File: src/uart_pkg.sv
package uart_pkg;

    // System clock and serial line rate
    localparam int CLOCK_FREQ = 10_000_000;
    localparam int BAUD_RATE  = 625_000;

    // Clock cycles spent on each serial bit
    localparam int CLKS_PER_BIT = CLOCK_FREQ / BAUD_RATE;

    // Receiver samples in the middle of the bit
    localparam int SAMPLE_POINT = CLKS_PER_BIT / 2;

    // Width of the per-bit clock counter
    localparam int BIT_CNT_W = $clog2(CLKS_PER_BIT);

    // Echo buffer between receiver and transmitter
    localparam int FIFO_DEPTH  = 4;
    localparam int FIFO_ADDR_W = $clog2(FIFO_DEPTH);

    // 8N1 framing
    localparam int DATA_BITS = 8;

endpackage

File: src/uart_rx.sv
module uart_rx
    import uart_pkg::*;
(
    input  logic                 clk,
    input  logic                 rst_n,
    input  logic                 serial_in,
    output logic [DATA_BITS-1:0] rx_data,
    output logic                 rx_valid,
    output logic                 frame_error
);

    typedef enum logic [1:0] {
        RX_IDLE,
        RX_START,
        RX_DATA,
        RX_STOP
    } rx_state_t;

    rx_state_t                    state;
    logic                         serial_meta;
    logic                         serial_sync;
    logic [BIT_CNT_W-1:0]         clk_cnt;
    logic [$clog2(DATA_BITS)-1:0] bit_idx;
    logic [DATA_BITS-1:0]         shift_reg;
    logic                         at_sample;
    logic                         at_wrap;

    // Line idles high, so the synchronizer resets to 1
    always_ff @(posedge clk or negedge rst_n) begin
        if (!rst_n) begin
            serial_meta <= 1'b1;
            serial_sync <= 1'b1;
        end else begin
            serial_meta <= serial_in;
            serial_sync <= serial_meta;
        end
    end

    assign at_sample = (clk_cnt == BIT_CNT_W'(SAMPLE_POINT - 1));
    assign at_wrap   = (clk_cnt == BIT_CNT_W'(CLKS_PER_BIT - 1));

    always_ff @(posedge clk or negedge rst_n) begin
        if (!rst_n) begin
            state       <= RX_IDLE;
            clk_cnt     <= '0;
            bit_idx     <= '0;
            rx_valid    <= 1'b0;
            frame_error <= 1'b0;
        end else begin
            rx_valid <= 1'b0;
            clk_cnt  <= at_wrap ? '0 : clk_cnt + 1'b1;
            case (state)
                RX_IDLE: begin
                    // Counter starts at the detected falling edge
                    clk_cnt <= '0;
                    bit_idx <= '0;
                    if (!serial_sync) begin
                        state <= RX_START;
                    end
                end
                RX_START: begin
                    // Line back high at mid-bit means a glitch
                    if (at_sample && serial_sync) begin
                        state <= RX_IDLE;
                    end else if (at_wrap) begin
                        state <= RX_DATA;
                    end
                end
                RX_DATA: begin
                    if (at_wrap) begin
                        bit_idx <= bit_idx + 1'b1;
                        if (bit_idx == ($clog2(DATA_BITS))'(DATA_BITS - 1)) begin
                            state <= RX_STOP;
                        end
                    end
                end
                RX_STOP: begin
                    // Leave at mid stop bit to catch a back-to-back start edge
                    if (at_sample) begin
                        if (serial_sync) begin
                            rx_valid <= 1'b1;
                        end else begin
                            frame_error <= 1'b1;
                        end
                        state <= RX_IDLE;
                    end
                end
                default: state <= RX_IDLE;
            endcase
        end
    end

    // LSB arrives first
    always_ff @(posedge clk) begin
        if (state == RX_DATA && at_sample) begin
            shift_reg <= {serial_sync, shift_reg[DATA_BITS-1:1]};
        end
    end

    assign rx_data = shift_reg;

    // One pulse per frame, frames are far longer than a cycle
    a_rx_valid_single: assert property (
        @(posedge clk) disable iff (!rst_n) rx_valid |=> !rx_valid
    );

endmodule

File: src/byte_fifo.sv
module byte_fifo
    import uart_pkg::*;
(
    input  logic                 clk,
    input  logic                 rst_n,
    input  logic [DATA_BITS-1:0] wr_data,
    input  logic                 wr_valid,
    output logic [DATA_BITS-1:0] rd_data,
    output logic                 rd_valid,
    input  logic                 rd_ready,
    output logic                 overrun
);

    logic [DATA_BITS-1:0]   mem [FIFO_DEPTH];
    logic [FIFO_ADDR_W-1:0] wr_ptr;
    logic [FIFO_ADDR_W-1:0] rd_ptr;
    logic [FIFO_ADDR_W:0]   count;
    logic                   full;
    logic                   do_wr;
    logic                   do_rd;

    assign full     = (count == (FIFO_ADDR_W + 1)'(FIFO_DEPTH));
    assign rd_valid = (count != '0);
    assign rd_data  = mem[rd_ptr];

    // A write while full is lost, even if a read frees a slot this cycle
    assign do_wr = wr_valid && !full;
    assign do_rd = rd_valid && rd_ready;

    always_ff @(posedge clk or negedge rst_n) begin
        if (!rst_n) begin
            wr_ptr  <= '0;
            rd_ptr  <= '0;
            count   <= '0;
            overrun <= 1'b0;
        end else begin
            // Pointers wrap on their own since depth is a power of two
            if (do_wr) begin
                wr_ptr <= wr_ptr + 1'b1;
            end
            if (do_rd) begin
                rd_ptr <= rd_ptr + 1'b1;
            end
            if (do_wr && !do_rd) begin
                count <= count + 1'b1;
            end else if (do_rd && !do_wr) begin
                count <= count - 1'b1;
            end
            if (wr_valid && full) begin
                overrun <= 1'b1;
            end
        end
    end

    always_ff @(posedge clk) begin
        if (do_wr) begin
            mem[wr_ptr] <= wr_data;
        end
    end

    a_count_bound: assert property (
        @(posedge clk) disable iff (!rst_n) count <= (FIFO_ADDR_W + 1)'(FIFO_DEPTH)
    );

    // Occupancy matches the pointer distance modulo the depth
    a_ptr_count_match: assert property (
        @(posedge clk) disable iff (!rst_n)
            FIFO_ADDR_W'(wr_ptr - rd_ptr) == count[FIFO_ADDR_W-1:0]
    );

endmodule

File: src/uart_tx.sv
module uart_tx
    import uart_pkg::*;
(
    input  logic                 clk,
    input  logic                 rst_n,
    input  logic [DATA_BITS-1:0] tx_data,
    input  logic                 tx_valid,
    output logic                 tx_ready,
    input  logic                 tx_hold,
    output logic                 serial_out
);

    typedef enum logic [1:0] {
        TX_IDLE,
        TX_START,
        TX_DATA,
        TX_STOP
    } tx_state_t;

    tx_state_t                    state;
    logic [BIT_CNT_W-1:0]         clk_cnt;
    logic [$clog2(DATA_BITS)-1:0] bit_idx;
    logic [DATA_BITS-1:0]         data_q;
    logic                         fire;
    logic                         at_wrap;

    assign fire    = tx_valid && tx_ready;
    assign at_wrap = (clk_cnt == BIT_CNT_W'(CLKS_PER_BIT - 1));

    always_ff @(posedge clk or negedge rst_n) begin
        if (!rst_n) begin
            state      <= TX_IDLE;
            clk_cnt    <= '0;
            bit_idx    <= '0;
            tx_ready   <= 1'b0;
            serial_out <= 1'b1;
        end else begin
            clk_cnt <= at_wrap ? '0 : clk_cnt + 1'b1;
            case (state)
                TX_IDLE: begin
                    clk_cnt <= '0;
                    bit_idx <= '0;
                    if (fire) begin
                        // Start bit goes out on the next cycle
                        tx_ready   <= 1'b0;
                        serial_out <= 1'b0;
                        state      <= TX_START;
                    end else begin
                        tx_ready <= !tx_hold;
                    end
                end
                TX_START: begin
                    if (at_wrap) begin
                        serial_out <= data_q[0];
                        state      <= TX_DATA;
                    end
                end
                TX_DATA: begin
                    if (at_wrap) begin
                        bit_idx <= bit_idx + 1'b1;
                        if (bit_idx == ($clog2(DATA_BITS))'(DATA_BITS - 1)) begin
                            serial_out <= 1'b1;
                            state      <= TX_STOP;
                        end else begin
                            serial_out <= data_q[bit_idx + 1'b1];
                        end
                    end
                end
                TX_STOP: begin
                    // Ready comes back one cycle after the stop bit
                    if (at_wrap) begin
                        state <= TX_IDLE;
                    end
                end
                default: state <= TX_IDLE;
            endcase
        end
    end

    always_ff @(posedge clk) begin
        if (fire) begin
            data_q <= tx_data;
        end
    end

    a_idle_line_high: assert property (
        @(posedge clk) disable iff (!rst_n) (state == TX_IDLE) |-> serial_out
    );

endmodule

File: src/uart_echo.sv
module uart_echo
    import uart_pkg::*;
(
    input  logic clk,
    input  logic rst_n,
    input  logic serial_in,
    input  logic tx_hold,
    output logic serial_out,
    output logic overrun,
    output logic frame_error
);

    logic [DATA_BITS-1:0] rx_data;
    logic                 rx_valid;
    logic [DATA_BITS-1:0] tx_data;
    logic                 tx_valid;
    logic                 tx_ready;

    // Serial line in, byte pulses out
    uart_rx i_rx (
        .clk         (clk),
        .rst_n       (rst_n),
        .serial_in   (serial_in),
        .rx_data     (rx_data),
        .rx_valid    (rx_valid),
        .frame_error (frame_error)
    );

    // Absorbs bytes while the transmitter is busy or held
    byte_fifo i_fifo (
        .clk      (clk),
        .rst_n    (rst_n),
        .wr_data  (rx_data),
        .wr_valid (rx_valid),
        .rd_data  (tx_data),
        .rd_valid (tx_valid),
        .rd_ready (tx_ready),
        .overrun  (overrun)
    );

    uart_tx i_tx (
        .clk        (clk),
        .rst_n      (rst_n),
        .tx_data    (tx_data),
        .tx_valid   (tx_valid),
        .tx_ready   (tx_ready),
        .tx_hold    (tx_hold),
        .serial_out (serial_out)
    );

endmodule

File: config.mk
export PLATFORM = sky130hd
export DESIGN_NAME = uart_echo
export DESIGN_NICKNAME = d
export VERILOG_FILES = /design/src/uart_pkg.sv /design/src/uart_rx.sv /design/src/byte_fifo.sv /design/src/uart_tx.sv /design/src/uart_echo.sv
export SDC_FILE = /design/constraint.sdc
export NUM_CORES = 1
export LEC_CHECK = 0
export ABC_AREA = 1
export BUFFER_PORTS_ARGS = -buffer_cell sky130_fd_sc_hd__buf_2
export CORE_MARGIN = 1
export CORE_UTILIZATION = 35
export DETAILED_ROUTE_END_ITERATION = 8
export PLACE_DENSITY = 0.58
export SLEW_MARGIN = 10
export SYNTH_ARGS = -nofsm -noshare
export SYNTH_HDL_FRONTEND = slang
export SYNTH_HIERARCHICAL = 1
export SYNTH_SLANG_ARGS = --single-unit
File: constraint.sdc
create_clock -name clk -period 1.8 [get_ports clk]
set_input_delay 0.18 -clock clk [delete_from_list [all_inputs] [get_ports clk]]
set_output_delay 0.18 -clock clk [all_outputs]
set_load 0.02 [all_outputs]
### After elaboration in Yosys (flattened, before gate mapping)

Memory sizes are Yosys's and may differ from the RTL's. A register that Yosys moved wholly into a read port is not among the register bits.
Cells that the tools add are included.

| storage, ports and cells | value |
|---|---|
| bits in registers | 40 |
| bits in latches | 0 |
| bits in writable memories | 32 |
| ROM bits | 0 |
| input port bits | 4 |
| output and inout bits | 3 |
| word-level logic and storage cells | 110 |
| memories | 1 |

Memory list:

| name | depth | bits a word | read ports | clocked after Yosys merged registers in | write ports | RTL line | source |
|---|---|---|---|---|---|---|---|
| i_fifo.mem | 4 | 8 | 1 | 1 | 1 | byte_fifo.sv:14 | `logic [DATA_BITS-1:0] mem [FIFO_DEPTH];` |

| operators by class | value |
|---|---|
| $add $sub $neg | 8 |
| multiply operators | 0 |
| div/mod/pow operators | 0 |
| order comparisons | 1 |
| equality and inequality tests | 22 |
| shift-type cells | 0 |
| muxes and demuxes | 36 |
| bitwise gates (word level) | 1 |
| reductions and logical operators | 24 |

Operator list:

| cell | number |
|---|---|
| $mux W2 | 11 |
| $mux W4 | 4 |
| $pmux W2 S4 | 2 |
| $ne A2 B1 Y1 const B | 7 |
| $mux W3 | 4 |
| $pmux W3 S2 | 2 |
| $mux W1 | 11 |
| $reduce_and A5 Y1 | 2 |
| $add A3 B1 Y3 const B | 3 |
| $eq A3 B3 Y1 const B | 3 |
| $add A4 B1 Y4 const B | 2 |
| $eq A2 B2 Y1 const B | 4 |
| $eq A4 B4 Y1 const B | 2 |
| $logic_and A1 B1 Y1 | 7 |
| $reduce_bool A2 Y1 | 3 |
| $reduce_bool A3 Y1 | 2 |
| $add A2 B1 Y2 const B | 2 |
| $eq A2 B1 Y1 const B | 2 |
| $eq A4 B3 Y1 const B | 1 |
| $logic_not A1 Y1 | 4 |
| $logic_not A2 Y1 | 2 |
| $lt A3 B4 Y1 const B | 1 |
| $ne A2 B2 Y1 const B | 2 |
| $reduce_and A2 Y1 | 2 |
| other kinds (7) | 7 |

### Longest topological paths before layout

Gate-level depths: netlist (run 1).

| depth | value |
|---|---|
| word-level depth | 7 |
| gate-level depth with buffers | 12 |
| mapped depth without buffers | 12 |

### Hierarchy

Netlist (run 1), hierarchy kept.

Modules (own cells, without submodules):

| module | times used | cells an instance | area each (sq um) | seq. area each (sq um) |
|---|---|---|---|---|
| byte_fifo | 1 | 155 | 1765.4 | 1161.1 |
| uart_tx | 1 | 91 | 902.1 | 516.7 |
| uart_rx | 1 | 74 | 855.8 | 568.0 |

### Worst setup path before layout (run 1)

OpenSTA, ideal clock, no wires.

| timing path | value |
|---|---|
| path kind | reg2reg |
| start | register i_fifo.count[0] |
| end | register i_fifo.count[1] |
| setup time | 126 ps |
| arrival time | 1567 ps |
| required time | 1674 ps |
| path slack | 107 ps |
| stages on the path, launching flop included | 10 |
| buffers on the path | 0 |
| period minus slack after synthesis | 1693 ps |
| path through | dfrtp_1 -> inv_2 -> nand3_1 -> nand2_2 -> inv_1 -> ha_1 -> inv_1 -> fa_1 -> nand2_1 -> o21ai_0 |

| between the ends | value |
|---|---|
| longest elaborated chain between the ends | 6 |
| elaborated cells on any way between the ends | 14 |
| classes of those cells | add/sub: 2; eq/ne: 1; mux: 2; reduce/logical: 9 |

Ends and longest elaborated chain:

| element | RTL line | source |
|---|---|---|
| start, declared | byte_fifo.sv:17 | `logic [FIFO_ADDR_W:0] count;` |
| start signal, assigned | byte_fifo.sv:45 | `count <= count + 1'b1;` |
| start signal, assigned | byte_fifo.sv:47 | `count <= count - 1'b1;` |
| $eq A3 B3 Y1 * | byte_fifo.sv:22 | `assign full = (count == (FIFO_ADDR_W + 1)'(FIFO_DEPTH));` |
| $logic_not A1 Y1 * | byte_fifo.sv:27 | `assign do_wr = wr_valid && !full;` |
| $logic_and A1 B1 Y1 * | byte_fifo.sv:27 |  |
| named net i_fifo.do_wr | byte_fifo.sv:19 | `logic do_wr;` |
| $logic_not A1 Y1 | byte_fifo.sv:46 | `end else if (do_rd && !do_wr) begin` |
| $logic_and A1 B1 Y1 | byte_fifo.sv:46 |  |
| $reduce_bool A2 Y1 (no source line) | n/a |  |

Mark *: on every way through the listed nets, which the timed path passes. The rest lies on a longest branch. The select of a mux whose other input is x is not followed.
A chain may end at the register's enable or synchronous reset.

### Worst setup path after layout (run 1)

Same ends and word-level chain as after synthesis.

==> run summary, run 1 <==
status = finished, final reports clean
Worst Setup End Kind = register
CTS root buffer = clkbuf_8
Syn-to-layout area delta = 13.0%
clock sinks = 80
min-delay src = tx_hold
Overall Power = 5.18 mW
R2R Setup Slk = 0.08 ns
number of distinct library cells after synthesis = 30
pin count of the biggest net entering global routing = 35
Yosys reg bits = 80
Critical Path RT = 2.04 ns
number of fillers in the final layout = 932
dominant cells by area after synthesis = edfxtp_1 (41%), dfrtp_1 (21%), nand2_1 (7.7%)
total track usage = 0.121
Syn Std Cell Area = 3520 µm²
pwr dens = 1300 nW/µm²
Crit path largest cell delay = 0.44 ns
internal power = 3.40 mW
P_leak = 1.74 nW
Final Critical Period = 1.72 ns
part of the power in the clock network = 0.237
post-synth top area share = 0.409
routability cong. = 0.742
GRT busiest layer = met2
ANT cells = 0
clock latency on the worst-skew pair = 0.34 ns
Hold Path Class = input port to register
cell mode on critical path = inv_1
Post-Syn Instances = 320
final-stage net count = 367
core box area = 9770 µm²
Sw Share = 0.344
die height = 102 µm
die area = 10,500 µm²
FMAX = 581 MHz
Die Wd = 102 µm
clock slew at reported path FFs = 0.09 ns
worst hold path cell count = 2
Slowest cell on crit path = fa_2
switching pwr = 1.78 mW
maximum vdd drop = 0.000454 V
fin. max-slew vios = 0
CP Data Arrival Time = 1.96 ns
DRC = 0
IO Pins = 7
area used by multi-input combinational logic = 1040 µm²
Synth area leader = edfxtp_1
Final Hold Fails = 0
crit share post-route = 0.956
Mapped Avg Cell Area = 11.0 µm²
grt met2 use = 0.206
register area = 2250 µm²
Worst Skew = 0.0153 ns
CTS H-Tree Depth = 3
worst r2r src = i_fifo/count[0]$_DFFE_PN0P_
total wire length = 5530 µm
number of synthesis warnings = 6
Starting Density = 0.360
FF-to-FF End = i_fifo/count[1]$_DFFE_PN0P_
met3 Track Usage GR = 0.0356
antenna-violating nets left = 0
Slew @ Worst Pin = 0.729 ns
drt initial violations = 78
share of layout cells above drive strength 1 = 0.156
# port buffers = 6
M1 GR Usage = 0.150
Worst Setup Start Kind = register
crit-path cells = inv_2, nand3_1, nand2_2, inv_1, ha_1, inv_1, fa_2, nand2_1, o21ai_0
Max clock buf depth = 2
grt ovf = 0
Setup-failing EPs final = 0
CP max FO = 3
drt wl/cell = 11.4 µm
hpwl dp = 3740 µm
Synth Net Count = 340
final core utilization = 0.407
total clock buffers created by CTS = 9
Vias = 2,138
initial antenna violation count = 0
Seq pwr share = 0.478
CTS tree = done
Max Cap Viol = 0
hold endpoint = i_tx/tx_ready$_DFFE_PN0N_
R2R depth = 9
RSZ-0062 raised after global routing = true
Gate power share = 0.285
Seq/Total Area, Yosys = 0.637
Relative slew margins = 0.514
vias in the first global route = 2,151
Vias/cell = 4.41
critical path class = register to register
first-pass GRT wire length = 9650 µm
Pre-Repair DR Iteration Count = 6
num rows = 36
==> placed cells by master (no fill, tap or decap), types with 3 or more instances in the layout <==
cell type  instances
nand2_1           70
inv_1             49
edfxtp_1          48
dfrtp_1           28
nand3_1           23
nor2_1            19
o211ai_1          16
ha_1              15
buf_4             13
clkbuf_8          10
o21ai_0            9
nand2_2            6
buf_2              6
nand4_1            4
a21oi_1            4
inv_6              3
dfstp_2            3
==> worst max path at each step <==
stage	start	to	slack (ns)	cells past startpoint
finish	i_fifo/count[0]$_DFFE_PN0P_	i_fifo/count[1]$_DFFE_PN0P_	0.08	9
global route	i_fifo/count[2]$_DFFE_PN0P_	i_fifo/count[2]$_DFFE_PN0P_	-0.04	10
CTS	i_fifo/count[0]$_DFFE_PN0P_	i_fifo/count[2]$_DFFE_PN0P_	0.05	11
detailed placement	i_fifo/count[0]$_DFFE_PN0P_	i_fifo/count[2]$_DFFE_PN0P_	0.07	10
global placement	i_fifo/count[0]$_DFFE_PN0P_	i_fifo/count[2]$_DFFE_PN0P_	0.14	10
floorplan	i_fifo/count[0]$_DFFE_PN0P_	i_fifo/count[1]$_DFFE_PN0P_	0.11	9
==> final cells by class <==
cell class	count	share of cell area
Clock inverter	6	0.0119
Timing Repair Buffer	21	0.0371
Tap cell	133	0.0418
Clock buffer	10	0.0346
Sequential cell	80	0.565
Multi-Input combinational cell	183	0.261
Inverter	52	0.0490
==> critical path: cells and delay by family (launching register included) <==
kind | cells | cell delay (ns)
flops | 1 | 0.43
simple gates | 3 | 0.27
fa+ha+maj | 2 | 0.65
buf+inv | 3 | 0.21
compound gates | 1 | 0.06
==> logic make-up (layout without fill, tap and decap cells) <==
kind of cell,after synthesis,after routing,synth area share
simple gates,127,127,0.157
flops,80,80,0.637
buf+inv,57,89,0.0700
compound gates,36,36,0.0671
fa+ha+maj,16,16,0.0589
xor+xnor,4,4,0.00994
==> cells in the mapped netlist <==
cell type,n
clkbuf_8,1
fa_1,1
nor2_2,1
nand2_1,72
xor2_1,2
buf_6,2
nand3_2,2
a21oi_2,1
buf_4,2
nand4_1,4
nor3b_1,1
dfstp_2,3
nor2_1,19
o21ai_1,2
nor2_4,1
o31ai_1,1
dfrtp_1,29
a21oi_1,4
o21ai_0,9
o211ai_1,16
nand3_1,23
o21bai_1,1
xnor2_1,2
nand2_2,4
ha_1,15
clkinv_1,1
edfxtp_1,48
o21ai_2,2
inv_1,49
inv_2,2
==> metrics by stage <==
step,hold WS [ns],std cells,setup slack [ns],TNS (ns),cell area (µm²)
floorplan,-0.116,320,0.107,0,3520
CTS,0.0446,482,0.0476,0,3950
detailed placement,0.286,464,0.0662,0,3740
finish,0.0476,485,0.0787,0,3980
global route,0.0585,485,-0.0415,-0.0595,3980
global placement,0.287,464,0.143,0,3740
==> layer usage <==
metal	part of all wire	routed length (µm)
met3	0.028	157
met5	0	0
met2	0.46	2550
met4	0.0074	41
met1	0.50	2780
==> timing repair <==
item	CTS	global route
resized for setup	0	4
hold buffers	2	0
setup endpoints to repair	0	2
endpoints found under the hold margin	30	0
setup buffers	0	3
==> power by group through the flow <==
stage / clock, mW / combinational, mW / sequential [mW]
CTS: 1.27 / 1.42 / 2.48
global placement: 0 / 1.39 / 2.51
detailed placement: 0 / 1.41 / 2.52
global route: 1.34 / 1.76 / 2.51
floorplan: 0 / 1.18 / 2.47
finish: 1.23 / 1.48 / 2.47
==> sequential cells by signal (all words and copies together), names as in the netlist, 3 cells and up, named ones only <==
| name | count |
|---|---|
| i_rx/clk_cnt | 4 |
| i_tx/data_q | 8 |
| i_rx/bit_idx | 3 |
| i_tx/bit_idx | 3 |
| i_tx/clk_cnt | 4 |
| i_fifo/mem | 32 |
| i_rx/rx_data | 8 |
| i_fifo/count | 3 |
(Power assumes the default switching activity.)
==> run 2: changes to the inputs <==
--- a/config.mk
+++ b/config.mk
@@ -9,2 +9,3 @@
 export BUFFER_PORTS_ARGS = -buffer_cell sky130_fd_sc_hd__buf_2
+export CORE_ASPECT_RATIO = 1.5
 export CORE_MARGIN = 1
--- a/constraint.sdc
+++ b/constraint.sdc
@@ -3,2 +3,2 @@
 set_output_delay 0.18 -clock clk [all_outputs]
-set_load 0.02 [all_outputs]
+set_load 0.05 [all_outputs]
==> run 2 against run 1 <==
The flow now finishes with violations (design-rule violations). Global-route usage up 0.89 points. Non-clock buffer count down 1. Via count grew 2.9%. Design area rose by 1.2%. Cell count down 3.9%. Setup slack better by 0.060 ns. Combinational power about the same. Routed wire length rose by 4.5%. First-iteration DRC count rose by 54%. Utilization increased by 0.61 points. Critical endpoint is now i_fifo/count[2]$_DFFE_PN0P_.
==> run summary, run 2 (synthesis results as in run 1) <==
status = finished with violations
failing checks = design-rule violations
Relative slew margins = 0.506 (-0.00845)
clock sinks = 80 (unchanged)
Vias = 2,199 (+2.9%)
clock latency on the worst-skew pair = 0.33 ns (about the same)
max FFs per register = 32 (unchanged)
grt met2 use = 0.227 (+0.0206)
initial antenna violation count = 0 (unchanged)
RSZ-0062 raised after global routing = false
core box area = 9740 µm² (-0.31%)
first-pass GRT wire length = 10,300 µm (+6.9%)
R2R Setup Slk = 0.14 ns (+0.06 ns)
total track usage = 0.129 (+0.00886)
clock slew at reported path FFs = 0.05 ns (-0.04 ns)
R2R depth = 10 (+1)
hold endpoint = i_tx/tx_ready$_DFFE_PN0N_
area used by multi-input combinational logic = 1040 µm² (+0.48%)
CTS H-Tree Depth = 3 (unchanged)
Final Hold Fails = 0 (unchanged)
Syn-to-layout area delta = 14.3%
Setup-failing EPs final = 0 (unchanged)
Max Cap Viol = 0 (unchanged)
CTS root buffer = clkbuf_16
num rows = 44 (+22%)
DRC = 2 (+2)
FMAX = 602 MHz (+3.6%)
M1 GR Usage = 0.136 (-0.0139)
part of the power in the clock network = 0.287 (+0.050)
fin. max-slew vios = 0 (unchanged)
hpwl dp = 4040 µm (+7.9%)
number of fillers in the final layout = 945 (+1.4%)
Vias/cell = 4.72 (+7.0%)
placed cell area = 3720 µm² (-0.60%)
Starting Density = 0.362 (+0.00111)
die area = 10,500 µm² (about the same)
Final Critical Period = 1.66 ns (-0.0595 ns)
Hold WS = 0.0503 ns (+0.00268 ns)
internal power = 3.75 mW (+11%)
drt initial violations = 120 (+54%)
routability cong. = 0.740 (-0.30%)
Seq pwr share = 0.449 (-0.029)
pwr dens = 1380 nW/µm² (+6.0%)
commonest non-fill, non-tap cell in the layout = nand2_1
Gate power share = 0.264 (-0.021)
ANT cells = 0 (unchanged)
Die Wd = 83.9 µm (-18%)
# port buffers = 6 (unchanged)
Design Area, Final = 4030 µm² (+1.2%)
FF-to-FF End = i_fifo/count[2]$_DFFE_PN0P_
Max clock buf depth = 2 (unchanged)
min-delay src = tx_hold
Slew @ Worst Pin = 0.742 ns (+0.0127 ns)
P_leak = 1.76 nW (+1.3%)
pin count of the biggest net entering global routing = 35 (unchanged)
CTS tree = done
Worst Skew = 0.00507 ns (-0.0102 ns)
worst r2r src = i_fifo/count[0]$_DFFE_PN0P_
maximum vdd drop = 0.000568 V (+25%)
final setup TNS = 0 ns (unchanged)
IO Pins = 7 (unchanged)
CP max FO = 3 (unchanged)
antenna-violating nets left = 0 (unchanged)
die height = 125 µm (+22%)
Critical Path RT = 2.02 ns (-0.02 ns)
Worst Setup Start Kind = register
CP Data Arrival Time = 1.89 ns (-0.07 ns)
drt wl/cell = 12.4 µm (+8.7%)
Sw Share = 0.324 (-0.0198)
register area = 2250 µm² (about the same)
critical path class = register to register
GRT busiest layer = met2
Worst Setup End Kind = register
commonest non-fill, non-tap cells in the layout = nand2_1 (71), inv_1 (48), edfxtp_1 (48), dfrtp_1 (29), nand3_1 (22)
met3 Track Usage GR = 0.0364 (+0.000880)
switching pwr = 1.80 mW (+1.1%)
worst hold path cell count = 2 (unchanged)
vias in the first global route = 2,259 (+5.0%)
crit share post-route = 0.923 (-0.0331)
Placed Cells = 446 (-3.9%)
grt ovf = 0 (unchanged)
Pre-Repair DR Iteration Count = 6 (unchanged)
share of layout cells above drive strength 1 = 0.148 (-0.00810)
total clock buffers created by CTS = 9 (unchanged)
final-stage net count = 366 (-0.27%)
largest reg by FF count = i_fifo/mem
Layout Cells excl Fill = 466 (-3.9%)
Hold Path Class = input port to register
total wire length = 5780 µm (+4.5%)
## run 2: worst max-delay path by stage
stage                                      startpoint                          end  slack, ns  cells after the start
final                     i_fifo/count[0]$_DFFE_PN0P_  i_fifo/count[2]$_DFFE_PN0P_       0.14                     10
after detailed placement  i_fifo/count[0]$_DFFE_PN0P_  i_fifo/count[2]$_DFFE_PN0P_       0.06                     10
after CTS                 i_fifo/count[0]$_DFFE_PN0P_  i_fifo/count[2]$_DFFE_PN0P_       0.06                     11
after floorplan           i_fifo/count[0]$_DFFE_PN0P_  i_fifo/count[1]$_DFFE_PN0P_       0.11                      9
after global routing      i_fifo/count[2]$_DFFE_PN0P_  i_fifo/count[2]$_DFFE_PN0P_      0.007                     10
after global placement    i_fifo/count[0]$_DFFE_PN0P_  i_fifo/count[2]$_DFFE_PN0P_       0.14                     10
## run 2: what timing repair did
item,in CTS,in global routing
endpoints found under the hold margin,30,0
gates resized for setup,0,5
setup buffers,0,2
hold buffers,2,0
setup endpoints to repair,0,2
## run 2: critical path, stage by stage, from the launching register on
cell and delay [ns]:
dfrtp_1 0.42, inv_2 0.08, nand3_1 0.11, nand2_2 0.10, ha_2 0.18, inv_1 0.06, fa_2 0.34, nand2_1 0.09
nand3_1 0.07, nand2_1 0.06, nand2_1 0.04
## run 2: area by class of cell
type	count	area share
timing repair buffer	20	0.0348
clock buffer	12	0.0587
tap	115	0.0357
sequential	80	0.558
multi-input combinational	183	0.259
inverter	52	0.0485
clock inverter	4	0.00559
## run 2: through the flow
stage / utilization / power, mW / worst slack [ns]
after floorplan: - / 3.67 / 0.107
after global placement: 0.382 / 3.91 / 0.141
after detailed placement: 0.382 / 3.95 / 0.0643
after CTS: 0.411 / 5.60 / 0.0574
after global routing: 0.413 / 5.98 / 0.00652
final: 0.413 / 5.55 / 0.138
## run 2: power by group through the flow
stage / logic, mW / registers [mW] / clock network, mW
2_1_floorplan: 1.18 / 2.49 / 0
3_3_place_gp: 1.40 / 2.51 / 0
3_5_place_dp: 1.42 / 2.53 / 0
4_1_cts: 1.44 / 2.50 / 1.66
5_1_grt: 1.73 / 2.53 / 1.71
6_report: 1.47 / 2.49 / 1.59
## run 2: routing by layer
| layer | wire [µm] | vias up |
|---|---|---|
| met5 | 0 | - |
| met1 | 2380 | 1053 |
| met3 | 161 | 10 |
| met4 | 159 | 0 |
| li1 | - | 1111 |
| met2 | 3080 | 25 |
==> run 3: changes to the inputs <==
==> constraint.sdc (replaced) <==
create_clock -name clk -period 1.8 [get_ports clk]
set_input_delay 0.36 -clock clk [delete_from_list [all_inputs] [get_ports clk]]
set_output_delay 0.36 -clock clk [all_outputs]
set_load 0.05 [all_outputs]
==> run 3 against run 2 <==
The flow still finishes with violations (design-rule violations). Sequential share of layout area rose by 0.28 points. Clock power about the same. Worst hold slack improved by 0.043 ns. Register-to-register slack barely moved. Utilization is 0.21 points lower.
==> run summary, run 3 (synthesis results as in run 1) <==
status = finished with violations
failing checks = design-rule violations
placed cell area = 3720 µm² (unchanged)
clock sinks = 80 (unchanged)
num rows = 44 (unchanged)
Placed Cells = 446 (unchanged)
commonest non-fill, non-tap cell in the layout = nand2_1
Vias = 2,189 (-0.45%)
total clock buffers created by CTS = 9 (unchanged)
commonest non-fill, non-tap cells in the layout = nand2_1 (71), inv_1 (48), edfxtp_1 (48), dfrtp_1 (29), nand3_1 (22)
Relative slew margins = 0.506 (+0.000745)
# port buffers = 6 (unchanged)
initial antenna violation count = 0 (unchanged)
max FFs per register = 32 (unchanged)
drt wl/cell = 12.4 µm (+0.22%)
IO Pins = 7 (unchanged)
total track usage = 0.129 (unchanged)
RSZ-0062 raised after global routing = false
ANT cells = 0 (unchanged)
Vias/cell = 4.72 (about the same)
Hold Path Class = input port to asynchronous set/reset pin
Layout Cells excl Fill = 464 (-0.43%)
total wire length = 5770 µm (-0.21%)
largest reg by FF count = i_fifo/mem
clock slew at reported path FFs = 0.05 ns (about the same)
Crit path largest cell delay = 0.42 ns (about the same)
antenna-violating nets left = 0 (unchanged)
Worst Setup End Kind = register
fin. max-slew vios = 0 (unchanged)
FMAX = 602 MHz (unchanged)
first-pass GRT wire length = 10,300 µm (unchanged)
Final Critical Period = 1.66 ns (unchanged)
Metal-1 WL = 2370 µm (-0.46%)
die height = 125 µm (unchanged)
routability cong. = 0.740 (unchanged)
drt initial violations = 115 (-4.2%)
top layer in use = met4
Slowest cell on crit path = dfrtp_1
Syn-to-layout area delta = 13.7%
Die Wd = 83.9 µm (unchanged)
pin count of the biggest net entering global routing = 35 (unchanged)
Starting Density = 0.362 (unchanged)
share of layout cells above drive strength 1 = 0.149 (+0.000849)
hold buffer count at cts = 0 (-2)
Max Cap Viol = 0 (unchanged)
Top Family by Delay on Critical Path = adder cells
CTS H-Tree Depth = 3 (unchanged)
metal2 WL = 3090 µm (about the same)
crit-path cells = inv_2, nand3_1, nand2_2, ha_2, inv_1, fa_2, nand2_1, nand3_1, nand2_1, nand2_1
pwr dens = 1380 nW/µm² (+0.43%)
final-stage net count = 364 (-0.55%)
CP max FO = 3 (unchanged)
final setup TNS = 0 ns (unchanged)
clock latency on the worst-skew pair = 0.33 ns (about the same)
die area = 10,500 µm² (unchanged)
CTS tree = done
crit share post-route = 0.923 (unchanged)
core box area = 9740 µm² (unchanged)
critical path class = register to register
maximum vdd drop = 0.000568 V (about the same)
DRC = 2 (unchanged)
CP Data Arrival Time = 1.89 ns (about the same)
WL met3 = 157 µm (-2.5%)
Pre-Repair DR Iteration Count = 7 (+1)
CTS root buffer = clkbuf_16
Worst Skew = 0.00507 ns (-0.00000347 ns)
cell mode on critical path = nand2_1
Worst Setup Start Kind = register
P_leak = 1.75 nW (-0.48%)
Design Area, Final = 4010 µm² (-0.50%)
Final Hold Fails = 0 (unchanged)
Setup WS post-layout = 0.138 ns (unchanged)
Buf/Inv on CP = 2 (unchanged)
vias in the first global route = 2,259 (unchanged)
Critical Path RT = 2.02 ns (about the same)
Setup-failing EPs final = 0 (unchanged)
Max clock buf depth = 2 (unchanged)
hpwl dp = 4040 µm (unchanged)
pre-CTS setup slack = 0.0643 ns (unchanged)
Overall Power = 5.55 mW (about the same)
Slew @ Worst Pin = 0.741 ns (-0.00112 ns)
grt ovf = 0 (unchanged)
==> run 3: per-layer routing <==
layer | vias up | global-route usage
met2 | 23 | 0.227
met1 | 1049 | 0.136
met4 | 0 | 0.0781
met5 | - | 0
met3 | 10 | 0.0364
li1 | 1107 | -
==> run 3: path summary, 6_finish.rpt <==
path | from | end | slack, ns | cells past startpoint
min in group clk | serial_in | i_rx/serial_meta$_DFF_PN1_ | 0.13 | 1
worst min register to register | i_rx/serial_meta$_DFF_PN1_ | i_rx/serial_sync$_DFF_PN1_ | 0.35 | 0
max in group asynchronous | rst_n | i_tx/clk_cnt[0]$_DFF_PN0_ | 1.24 | 1
worst max-delay path | i_fifo/count[0]$_DFFE_PN0P_ | i_fifo/count[2]$_DFFE_PN0P_ | 0.14 | 10
worst min-delay path | rst_n | i_rx/frame_error$_DFFE_PN0P_ | 0.09 | 1
worst max register to register | i_fifo/count[0]$_DFFE_PN0P_ | i_fifo/count[2]$_DFFE_PN0P_ | 0.14 | 10
==> run 3: final cells by class <==
cell class | count | area, µm²
fill | 946 | 5740
clock inverter | 4 | 22.5
inverter | 52 | 195
clock buffer | 12 | 236
timing repair buffer | 18 | 120
sequential | 80 | 2250
tap | 115 | 144
multi-input combinational | 183 | 1040
==> run 3: power breakdown <==
group | switching [mW] | internal (mW)
combinational | 0.908 | 0.553
clock | 0.668 | 0.926
sequential | 0.223 | 2.27
total | 1.80 | 3.75
==> run 3: through the flow <==
step / hold WS [ns] / util
6_report: 0.0936 / 0.411
3_5_place_dp: 0.348 / 0.382
4_1_cts: 0.108 / 0.408
3_3_place_gp: 0.347 / 0.382
2_1_floorplan: 0.0644 / -
5_1_grt: 0.113 / 0.411
==> run 3: repair_timing <==
item,4_1_cts,5_1_grt
setup endpoints to repair,0,2
gates resized for setup,0,5
setup buffers,0,2
